[src/flow_defines.svh]
// --------------------
// Widths shared by the merge pipe and its packages
// The result width equals the operand width, so sums wrap modulo 2^16
// --------------------

`ifndef FLOW_DEFINES_SVH
`define FLOW_DEFINES_SVH

// Operand, accumulator and result width in bits
`define FLOW_DATA_W 16

// Opcode field width in bits, enough for the four operations
`define FLOW_OP_W 2

`endif

[src/flow_chan_pkg.sv]
// --------------------
// Channel side types of the merge pipe
// Exactly two sources exist, so a source id fits in one bit
// --------------------

package flow_chan_pkg;

  // Source id carried alongside every payload
  // It also selects the accumulator in the operate unit
  typedef enum logic {
    src_0 = 1'b0,
    src_1 = 1'b1
  } src_e;

  // Round-robin pointer that names the source which won the last transfer
  // The other source gets priority when both are valid
  typedef enum logic {
    last_0 = 1'b0,
    last_1 = 1'b1
  } arb_state_e;

endpackage : flow_chan_pkg

[src/flow_op_pkg.sv]
// --------------------
// Opcode and payload types of the operate stage
// Needs flow_defines.svh on the include path
// --------------------

`include "flow_defines.svh"

package flow_op_pkg;

  // Operation applied to the accumulator of the request's source
  typedef enum logic [`FLOW_OP_W-1:0] {
    op_pass,
    op_add,
    op_xor,
    op_clr
  } op_e;

  // Stage 1 payload with the opcode in the upper bits and the operand below
  typedef struct packed {
    op_e                     op;
    logic [`FLOW_DATA_W-1:0] operand;
  } req_t;

  // Stage 2 payload that carries the value returned on the pop channel
  typedef struct packed {
    logic [`FLOW_DATA_W-1:0] data;
  } res_t;

endpackage : flow_op_pkg

[src/flow_if.sv]
// --------------------
// Ready/valid channel with a source id and a generic payload
// A transfer happens on a rising clk edge with valid and ready both high
// The source holds valid, src and payload while stalled
// --------------------

`timescale 1ns/1ns

interface flow_if #(
  parameter int PAYLOAD_W = 16
);

  // Qualifies src and payload, driven by the source side
  logic valid;

  // Sink can take the item this cycle
  logic ready;

  // Which push channel the item came from
  flow_chan_pkg::src_e src;

  logic [PAYLOAD_W-1:0] payload;

  // --------------------
  // Sink side of the channel, as seen by a consumer
  modport push (
    input  valid,
    input  src,
    input  payload,
    output ready
  );

  // Source side of the channel, as seen by a producer
  modport pop (
    output valid,
    output src,
    output payload,
    input  ready
  );

endinterface : flow_if

[src/flow_arb_ctrl.sv]
// --------------------
// Round-robin merge of two push channels into one ready/valid stream
// The grant is purely combinational and only the pointer is registered
// The grant can change while stalled if the other channel raises valid
// --------------------

`timescale 1ns/1ns

module flow_arb_ctrl (
  input  logic              clk,
  input  logic              rst_n,
  input  logic              push0_valid,
  input  logic              push1_valid,
  output logic              push0_ready,
  output logic              push1_ready,
  input  flow_op_pkg::req_t push0_req,
  input  flow_op_pkg::req_t push1_req,
  flow_if.pop               arb
);

  flow_chan_pkg::arb_state_e last_q;
  flow_chan_pkg::src_e       grant;
  logic                      xfer;

  // --------------------
  // Grant selection
  // --------------------

  // A lone valid channel wins outright
  // With both valid, the channel that did not win last time goes first
  // With neither valid the grant is a don't care and channel 0 is picked
  always_comb begin
    if (push0_valid && push1_valid) begin
      if (last_q == flow_chan_pkg::last_0) begin
        grant = flow_chan_pkg::src_1;
      end else begin
        grant = flow_chan_pkg::src_0;
      end
    end else if (push1_valid) begin
      grant = flow_chan_pkg::src_1;
    end else begin
      grant = flow_chan_pkg::src_0;
    end
  end

  // A channel sees downstream ready when it holds the grant or the other channel is idle
  // With both valid only the granted channel is ready
  assign push0_ready = arb.ready && (grant == flow_chan_pkg::src_0 || !push1_valid);
  assign push1_ready = arb.ready && (grant == flow_chan_pkg::src_1 || !push0_valid);

  // --------------------
  // Merged stream
  // --------------------

  assign arb.valid   = push0_valid || push1_valid;
  assign arb.src     = grant;
  assign arb.payload = (grant == flow_chan_pkg::src_1) ? push1_req : push0_req;

  assign xfer = arb.valid && arb.ready;

  // Pointer moves only on a completed transfer
  // A stall therefore keeps the same priority order
  always_ff @(posedge clk or negedge rst_n) begin
    if (!rst_n) begin
      last_q <= flow_chan_pkg::last_1;
    end else if (xfer) begin
      if (grant == flow_chan_pkg::src_1) begin
        last_q <= flow_chan_pkg::last_1;
      end else begin
        last_q <= flow_chan_pkg::last_0;
      end
    end
  end

endmodule : flow_arb_ctrl

[src/flow_merge_pipe.sv]
// --------------------
// Two-channel merge with an operate stage and plain ready/valid ports
// Push to pop latency is two edges
// Throughput is one item per cycle
// At most two items are held inside and per-source order is kept
// --------------------

`timescale 1ns/1ns

`include "flow_defines.svh"

module flow_merge_pipe (
  input  logic                    clk,
  input  logic                    rst_n,
  input  logic                    push0_valid,
  input  logic                    push1_valid,
  output logic                    push0_ready,
  output logic                    push1_ready,
  input  flow_op_pkg::op_e        push0_op,
  input  flow_op_pkg::op_e        push1_op,
  input  logic [`FLOW_DATA_W-1:0] push0_operand,
  input  logic [`FLOW_DATA_W-1:0] push1_operand,
  input  logic                    pop_ready,
  output logic                    pop_valid,
  output flow_chan_pkg::src_e     pop_src,
  output logic [`FLOW_DATA_W-1:0] pop_data
);

  localparam int req_w = $bits(flow_op_pkg::req_t);
  localparam int res_w = $bits(flow_op_pkg::res_t);

  flow_op_pkg::req_t push0_req;
  flow_op_pkg::req_t push1_req;
  flow_op_pkg::res_t pop_res;

  // --------------------
  // Channels between the stages
  // --------------------

  // Arbiter output into the stage 1 register
  flow_if #(.PAYLOAD_W(req_w)) arb_bus ();

  // Stage 1 register output into the operate unit
  flow_if #(.PAYLOAD_W(req_w)) req_bus ();

  // Operate unit output into the stage 2 register
  flow_if #(.PAYLOAD_W(res_w)) res_bus ();

  // Stage 2 register output, broken out to the plain pop ports
  flow_if #(.PAYLOAD_W(res_w)) pop_bus ();

  // Pack each push channel into a request
  assign push0_req.op      = push0_op;
  assign push0_req.operand = push0_operand;
  assign push1_req.op      = push1_op;
  assign push1_req.operand = push1_operand;

  // --------------------
  // Stages
  // --------------------

  flow_arb_ctrl u_arb (
    .clk         (clk),
    .rst_n       (rst_n),
    .push0_valid (push0_valid),
    .push1_valid (push1_valid),
    .push0_ready (push0_ready),
    .push1_ready (push1_ready),
    .push0_req   (push0_req),
    .push1_req   (push1_req),
    .arb         (arb_bus.pop)
  );

  flow_reg_fwd #(.PAYLOAD_W(req_w)) reg_req (
    .clk   (clk),
    .rst_n (rst_n),
    .push  (arb_bus.push),
    .pop   (req_bus.pop)
  );

  flow_op_unit u_op (
    .clk   (clk),
    .rst_n (rst_n),
    .req   (req_bus.push),
    .res   (res_bus.pop)
  );

  flow_reg_fwd #(.PAYLOAD_W(res_w)) reg_res (
    .clk   (clk),
    .rst_n (rst_n),
    .push  (res_bus.push),
    .pop   (pop_bus.pop)
  );

  // The result struct of the pop side is unpacked to plain data
  assign pop_bus.ready = pop_ready;
  assign pop_valid     = pop_bus.valid;
  assign pop_src       = pop_bus.src;
  assign pop_res       = pop_bus.payload;
  assign pop_data      = pop_res.data;

endmodule : flow_merge_pipe

[src/flow_op_unit.sv]
// --------------------
// Operate stage with one accumulator per source
// Combinational from req to res with a commit only on a res transfer
// Additions wrap at the data width
// --------------------

`timescale 1ns/1ns

`include "flow_defines.svh"

module flow_op_unit (
  input logic clk,
  input logic rst_n,
  flow_if.push req,
  flow_if.pop  res
);

  logic [`FLOW_DATA_W-1:0] acc_q [2];
  logic [`FLOW_DATA_W-1:0] acc_cur;
  logic [`FLOW_DATA_W-1:0] acc_next;
  flow_op_pkg::req_t       req_pl;
  flow_op_pkg::res_t       res_pl;

  // --------------------
  // Operation
  // --------------------

  assign req_pl  = req.payload;
  assign acc_cur = acc_q[req.src];

  // New accumulator value and the result returned for this request
  // Pass leaves the accumulator alone and echoes the operand
  always_comb begin
    acc_next    = acc_cur;
    res_pl.data = req_pl.operand;
    case (req_pl.op)
      flow_op_pkg::op_add: begin
        acc_next    = acc_cur + req_pl.operand;
        res_pl.data = acc_next;
      end
      flow_op_pkg::op_xor: begin
        acc_next    = acc_cur ^ req_pl.operand;
        res_pl.data = acc_next;
      end
      flow_op_pkg::op_clr: begin
        acc_next    = '0;
        res_pl.data = '0;
      end
      default: begin
        acc_next    = acc_cur;
        res_pl.data = req_pl.operand;
      end
    endcase
  end

  // Stage is a straight pass for the handshake
  assign res.valid   = req.valid;
  assign res.src     = req.src;
  assign res.payload = res_pl;
  assign req.ready   = res.ready;

  // --------------------
  // Accumulators
  // --------------------

  // A stalled request must not update state twice, so commit on the transfer only
  always_ff @(posedge clk or negedge rst_n) begin
    if (!rst_n) begin
      acc_q[0] <= '0;
      acc_q[1] <= '0;
    end else if (res.valid && res.ready) begin
      acc_q[res.src] <= acc_next;
    end
  end

endmodule : flow_op_unit

[src/flow_reg_fwd.sv]
// --------------------
// One-entry forward flow register that behaves like a one-deep FIFO
// Valid and payload are cut by a register while ready stays combinational
// Full throughput needs pop ready high because there is no skid entry
// --------------------

`timescale 1ns/1ns

module flow_reg_fwd #(
  parameter int PAYLOAD_W = 16
) (
  input logic clk,
  input logic rst_n,
  flow_if.push push,
  flow_if.pop  pop
);

  logic                 valid_q;
  logic                 load;
  flow_chan_pkg::src_e  src_q;
  logic [PAYLOAD_W-1:0] payload_q;

  // --------------------
  // Handshake
  // --------------------

  // Accept when the entry is empty or leaves on this same edge
  // Zero cycles from pop ready to push ready
  assign push.ready = pop.ready || !valid_q;

  assign load = push.valid && push.ready;

  // Valid stays set while an entry is held, or refills from push
  // An empty stage has valid low, so push ready comes up right out of reset
  always_ff @(posedge clk or negedge rst_n) begin
    if (!rst_n) begin
      valid_q <= 1'b0;
    end else begin
      valid_q <= push.valid || !push.ready;
    end
  end

  // --------------------
  // Datapath
  // --------------------

  // Only loads on an accepted push, so a stalled entry keeps its value
  always_ff @(posedge clk) begin
    if (load) begin
      src_q     <= push.src;
      payload_q <= push.payload;
    end
  end

  assign pop.valid   = valid_q;
  assign pop.src     = src_q;
  assign pop.payload = payload_q;

endmodule : flow_reg_fwd
[config.mk]
export PLATFORM = sky130hd
export DESIGN_NAME = flow_merge_pipe
export DESIGN_NICKNAME = d
export VERILOG_FILES = /design/src/flow_chan_pkg.sv /design/src/flow_op_pkg.sv /design/src/flow_if.sv /design/src/flow_arb_ctrl.sv /design/src/flow_merge_pipe.sv /design/src/flow_op_unit.sv /design/src/flow_reg_fwd.sv
export VERILOG_INCLUDE_DIRS = /design/src /design/src/src
export SDC_FILE = /design/constraint.sdc
export NUM_CORES = 1
export LEC_CHECK = 0
export CORE_AREA = 3 3 92 94
export CTS_BUF_LIST = sky130_fd_sc_hd__clkbuf_4 sky130_fd_sc_hd__clkbuf_8 sky130_fd_sc_hd__clkbuf_16
export DETAILED_ROUTE_END_ITERATION = 7
export DIE_AREA = 0 0 95 97
export DONT_BUFFER_PORTS = 1
export PLACE_DENSITY = 0.75
export SLEW_MARGIN = 20
export SYNTH_ARGS = -nofsm -noshare
export SYNTH_HDL_FRONTEND = slang
export SYNTH_SLANG_ARGS = --single-unit
[constraint.sdc]
create_clock -name clk -period 3.29 [get_ports clk]
set_input_delay 0.1645 -clock clk [delete_from_list [all_inputs] [get_ports clk]]
set_output_delay 0.1645 -clock clk [all_outputs]
set_load 0.01 [all_outputs]
After elaboration in Yosys (flattened, before gate mapping) --
Cells that the tools add are included.
Storage, ports and cells: register bits 71, bits in latches 0, RAM bits 0, memory bits (read-only) 0, bits of input ports 41, output and inout bits 20, word-level logic and storage cells 50, memories 0
Cells by class: $add $sub $neg 1, multiply operators 0, div/mod/pow operators 0, order comparisons 2, equality and inequality tests 3, shifts and indexed selects 0, muxes and demuxes 13, bitwise operators 3, reduce and logical (&&, ||, !) cells 19
Operator list (count):
- one-hot mux 16 bit (3 select lines) | 2
- 2-to-1 mux 16 bit | 4
- bitwise mux 32 bit | 1
- 2-to-1 mux 18 bit | 1
- adder 16 bit | 1
- demux 16 bit (select 1 bit) | 1
- bitwise XOR 16 bit | 1
- logical OR 1 bit | 7
- logical AND 1 bit | 6
- logical NOT 1 bit | 6
- equality test 2 bit (second input constant) | 2
- 2-to-1 mux 1 bit | 4
- equality test 2 x 1 -> 1 bit (second input constant) | 1
- >= comparator 2 bit (second input constant) | 1
- < comparator 2 x 1 -> 1 bit (second input constant) | 1
- inverter 1 -> 2 bit | 1
- inverter 1 bit | 1

Logic depth before layout (Yosys ltp) --
depth after elaboration 7, mapped depth 11, mapped depth without buffers 9

Modules after synthesis --
A second synthesis with hierarchy kept.
Second synthesis, totals: cell total of the unflattened synthesis 406, area, all modules 4210.3 um2
By module, submodules not included:
- flow_op_unit | instances 1, cells each 334, area an instance 2716.4 um2, sequential area each 800.8 um2
- flow_reg_fwd at reg_req | instances 1, cells each 23, area an instance 624.3 um2, sequential area each 595.6 um2
- flow_reg_fwd at reg_res | instances 1, cells each 21, area an instance 564.3 um2, sequential area each 535.5 um2
- flow_arb_ctrl | instances 1, cells each 28, area an instance 305.3 um2, sequential area each 26.3 um2

Worst setup path before layout --
No wires, ideal clock.
kind register to register, from reg reg_req.src_q (netlist: reg_req.pop.src), to reg reg_res.payload_q[15] (netlist: reg_res.pop.payload[15]) (data pin), setup time 0.265 ns, data arrival time 2.824 ns, required time 3.025 ns, path slack 0.201 ns, cell stages (with the launch flop) 11, cell sequence edfxtp_1 > buf_2 > buf_1 > mux2_2 > ha_1 > a211oi_2 > o21ai_2 > and3_4 > or4_1 > nand3_1 > nand2_1
On the way: longest elaborated chain between the ends 6, elaborated cells between the ends (all ways) 7, those cells by class add/sub (1); mux (4); bitwise (2)
RTL lines:
- from (decl) | RTL line flow_reg_fwd.sv:20 | flow_chan_pkg::src_e src_q;
- from (signal assigned) | RTL line flow_reg_fwd.sv:50 | src_q <= push.src;
- inverter 1 -> 2 bit (not written as such) * | RTL line flow_op_unit.sv:29 | assign acc_cur = acc_q[req.src];
- 2-to-1 mux 16 bit (not written as such) * (3 in a row) | RTL line flow_op_unit.sv:29
- adder 16 bit or bitwise XOR 16 bit (tied branches) | RTL line flow_op_unit.sv:38, flow_op_unit.sv:42
- one-hot mux 16 bit (3 select lines) * | RTL line flow_op_unit.sv:36 | case (req_pl.op)
- named net reg_res.push.payload[15] | RTL line flow_if.sv:29 | input payload,
- to (signal assigned) | RTL line flow_reg_fwd.sv:51 | payload_q <= push.payload;
- to (decl) | RTL line flow_reg_fwd.sv:21 | logic [PAYLOAD_W-1:0] payload_q;
Mark *: on every way through the listed nets, which the timed path passes. The rest lies on a longest branch. The select of a mux whose other input is x is not followed. A chain may end at the register's enable or synchronous reset.

Final worst setup path --
Same ends and word-level chain as after synthesis.

==> qor.yml <==
clock_network:
  post_cts_buffers: 0
  cts_max_level: 3
  clock_sinks: 71
  cts_tree: "built"
  root_buffer: "clkbuf_8"
  numCtsBuffers: 9
  post_cts_resized: 0
  clkLatencyLatePin_ps: 350
  cts.clk_slew.worst_paths_ps: 80
  cts.path.max_buffers: 2
setup_path:
  end_kind: "flip-flop"
  cpPeakStageDelay_ps: 500
  crit_chain: "buf_4, mux2_2, ha_1, nand3b_2, nor2_2, and3_4, nor4bb_1, a2111oi_0, nand2_1"
  cp_top_family: "simple AND/OR/NAND/NOR gates"
  crit_path_start_kind: "flip-flop"
  path_class: "reg2reg"
  crit_arrival_ps: 3110
  cp.buffers_inverters: 1
  worstPathMaxFanout: 10
  slowest_stage: "a2111oi_0"
  required_ps: 3380
place:
  placed_cells: 519
  pre_cts_slack_ps: 333
  gp_congestion: 0.966
  dp_hpwl_um: 8470
  portBuffers: 0
die:
  die_h_um: 97
  die_x_um: 95
  core_sq_um: 7730
  ioPinCount: 61
  start_util_pct: 57.6
  std_cell_rows: 32
  dieArea_sq_um: 9220
detailed_routing:
  first_pass_iters: 5
  drt_iter0_markers: 341
  drc_errors: 0
  post_drt_wl_per_cell_um: 22.1
  via_per_inst: 6.68
  routed_wl_um: 11900
  vias: 3605
  postRouteAntennaNets: 0
logic_synthesis:
  synthXorXnorAreaFrac_pct: 2.56
  synth-edff-count: 36
  synth_compound_area_share_pct: 21.7
  yosys_warnings: 0
  synth-simple-area-share_pct: 13.0
  synth_area_leaders: "edfxtp_1 24%, dfrtp_1 19%, mux2_2 8.9%"
  synth_common_cells: "43 x nand2_1, 36 x edfxtp_1, 35 x mux2_2"
  seq_area_frac_synth_pct: 44.0
  ys_seq_elements: 71
  netlist_area_sq_um: 4450
  synth-main-ff-cell: "edfxtp_1"
  synthCells: 429
  muxShareOfSynthArea_pct: 10.7
  yosysMostFrequentCell: "nand2_1"
  yosys.area_share.adder_pct: 4.67
  yosys.cell_types.count: 68
  yosys.area.top_type_share_pct: 24.3
  synth_top_area_cell: "edfxtp_1"
  syn_avg_cell_area_sq_um: 10.4
  syn_nets: 486
  synth_top_family_by_area: "compound AO/OA/AOI/OAI gates"
  async_reset_ff_share_pct: 49.3
global_route:
  gr-total-overflow: 0
  grtUsageMet1_pct: 40.0
  track_usage_pct: 26.9
  grt_use_met2_pct: 39.2
  grt_pass1_vias: 3517
  grt_use_met3_pct: 4.43
  antenna_found_initial: 0
  grt_max_degree: 36
  grt_first_pass_wirelength_um: 18700
  busiest_layer: "met1"
pwr:
  switching_share_pct: 41.2
  power_switching_mw: 1.69
  total_leakage_power_nw: 1.93
  peakVddDrop_mv: 0.362
  p_clk_share_pct: 16.5
  power_frac_seq_pct: 35.5
  pwr_density_cell_nw_per_um2: 852
  p_comb_share_pct: 48.0
  p_int_mw: 2.42
timing:
  tns_ps: 0
  fmax_ghz: 0.332
  whs_ps: 26.6
  setup_viol: 0
  rsz0062_at_grt: "false"
  slew_headroom_pct: 35.9
  fin_ws_ps: 276
  hold_viol: 0
  slew_violations: 0
  worst_pin_slew_ps: 951
  finalCriticalPeriod_ps: 3010
  period_share_pct: 91.6
  worst_clock_skew_ps: 7.64
hold_path:
  hold_class: "in2reg"
final_layout:
  instances_no_fill: 540
  antennaDiodeCount: 0
  nets: 490
  final_util_pct: 62.5
  drive_gt1_share_pct: 19.4
  area_growth_pct: 8.49
  fillers: 630
status:
  status: "finished, final reports clean"
run:
  timing.max_cap.violations: 0
[placed cells by master, fill, tap and decap left out, types with 4 or more instances in the layout]
cell type,instances
edfxtp_1,36
nor2_1,22
dlygate4sd3_1,4
a2bb2oi_1,8
a221o_1,4
o21ai_1,7
a21o_1,11
mux2i_1,8
inv_1,6
nand3_1,5
o21ai_0,34
a21oi_1,19
buf_4,16
mux2_2,35
dfrtp_1,34
a31oi_1,5
a22oi_1,7
nor3_1,4
o221ai_1,6
a21boi_0,6
ha_1,15
xnor2_1,7
clkbuf_8,9
nor2b_1,4
nand2_1,43
xor2_1,6
[state kept, by name, indices dropped and copies added (netlist names)]
| name | cells |
|---|---|
| u_op.acc_q | 32 |
| reg_req.pop.src | 1 |
| reg_req.pop.valid | 1 |
| reg_res.pop.src | 1 |
| u_arb.last_q | 1 |
| reg_res.pop.payload | 16 |
| reg_req.pop.payload | 18 |
| reg_res.pop.valid | 1 |
[kinds of logic (layout without fill, tap and decap cells)]
kind of cell / after synthesis / in the layout
mux: 43 / 43
xor+xnor: 13 / 13
flops: 71 / 71
buf+inv: 34 / 43
compound gates: 141 / 141
simple gates: 111 / 111
fa+ha+maj: 16 / 16
[metrics by stage]
| stage | cell area, sq um | power (mW) |
|---|---|---|
| 2_1_floorplan | 4450 | 2.95 |
| 3_3_place_gp | 4570 | 3.34 |
| 3_5_place_dp | 4570 | 3.38 |
| 4_1_cts | 4820 | 4.08 |
| 5_1_grt | 4830 | 4.38 |
| 6_report | 4830 | 4.12 |
[layer usage]
layer	up-vias	part of all wire, %
li1	1634	-
met1	1745	45
met2	206	45
met3	20	8.0
met4	0	2.0
met5	-	0
[power groups by stage]
stage	Sequential [mW]	Combinational [mW]	Clock, mW
floorplan	1.40	1.55	0
global placement	1.46	1.88	0
detailed placement	1.47	1.91	0
CTS	1.46	1.94	0.686
global route	1.49	2.16	0.723
finish	1.46	1.98	0.679
[what timing repair did]
item / in CTS / in global routing
hold buffers: 5 / 0
endpoints found under the hold margin: 37 / 0
setup endpoints to repair: 0 / 0
[layout make-up]
| type | count | area [sq um] | area share (%) |
|---|---|---|---|
| multi-input combinational | 324 | 2350 | 48.7 |
| sequential | 71 | 1960 | 40.5 |
| timing repair buffer | 21 | 180 | 3.73 |
| tap | 102 | 128 | 2.64 |
| clock buffer | 9 | 124 | 2.56 |
| clock inverter | 7 | 63.8 | 1.32 |
| inverter | 6 | 22.5 | 0.466 |
[path summary, 6_finish.rpt]
check,startpoint,end,slack (ps),cells after the start
setup / recovery,reg_req.pop.src,reg_res.pop.payload[15],280,9
hold / removal,push0_operand[4],reg_req.pop.payload[4],30,1
setup reg to reg,reg_req.pop.src,reg_res.pop.payload[15],280,9
hold reg to reg,u_op.acc_q[16],u_op.acc_q[16],490,2
max in group asynchronous,rst_n,u_arb.last_q,2700,2
min in group asynchronous,rst_n,u_op.acc_q[9],340,2
Note: power is estimated with default switching activity, not from simulation.
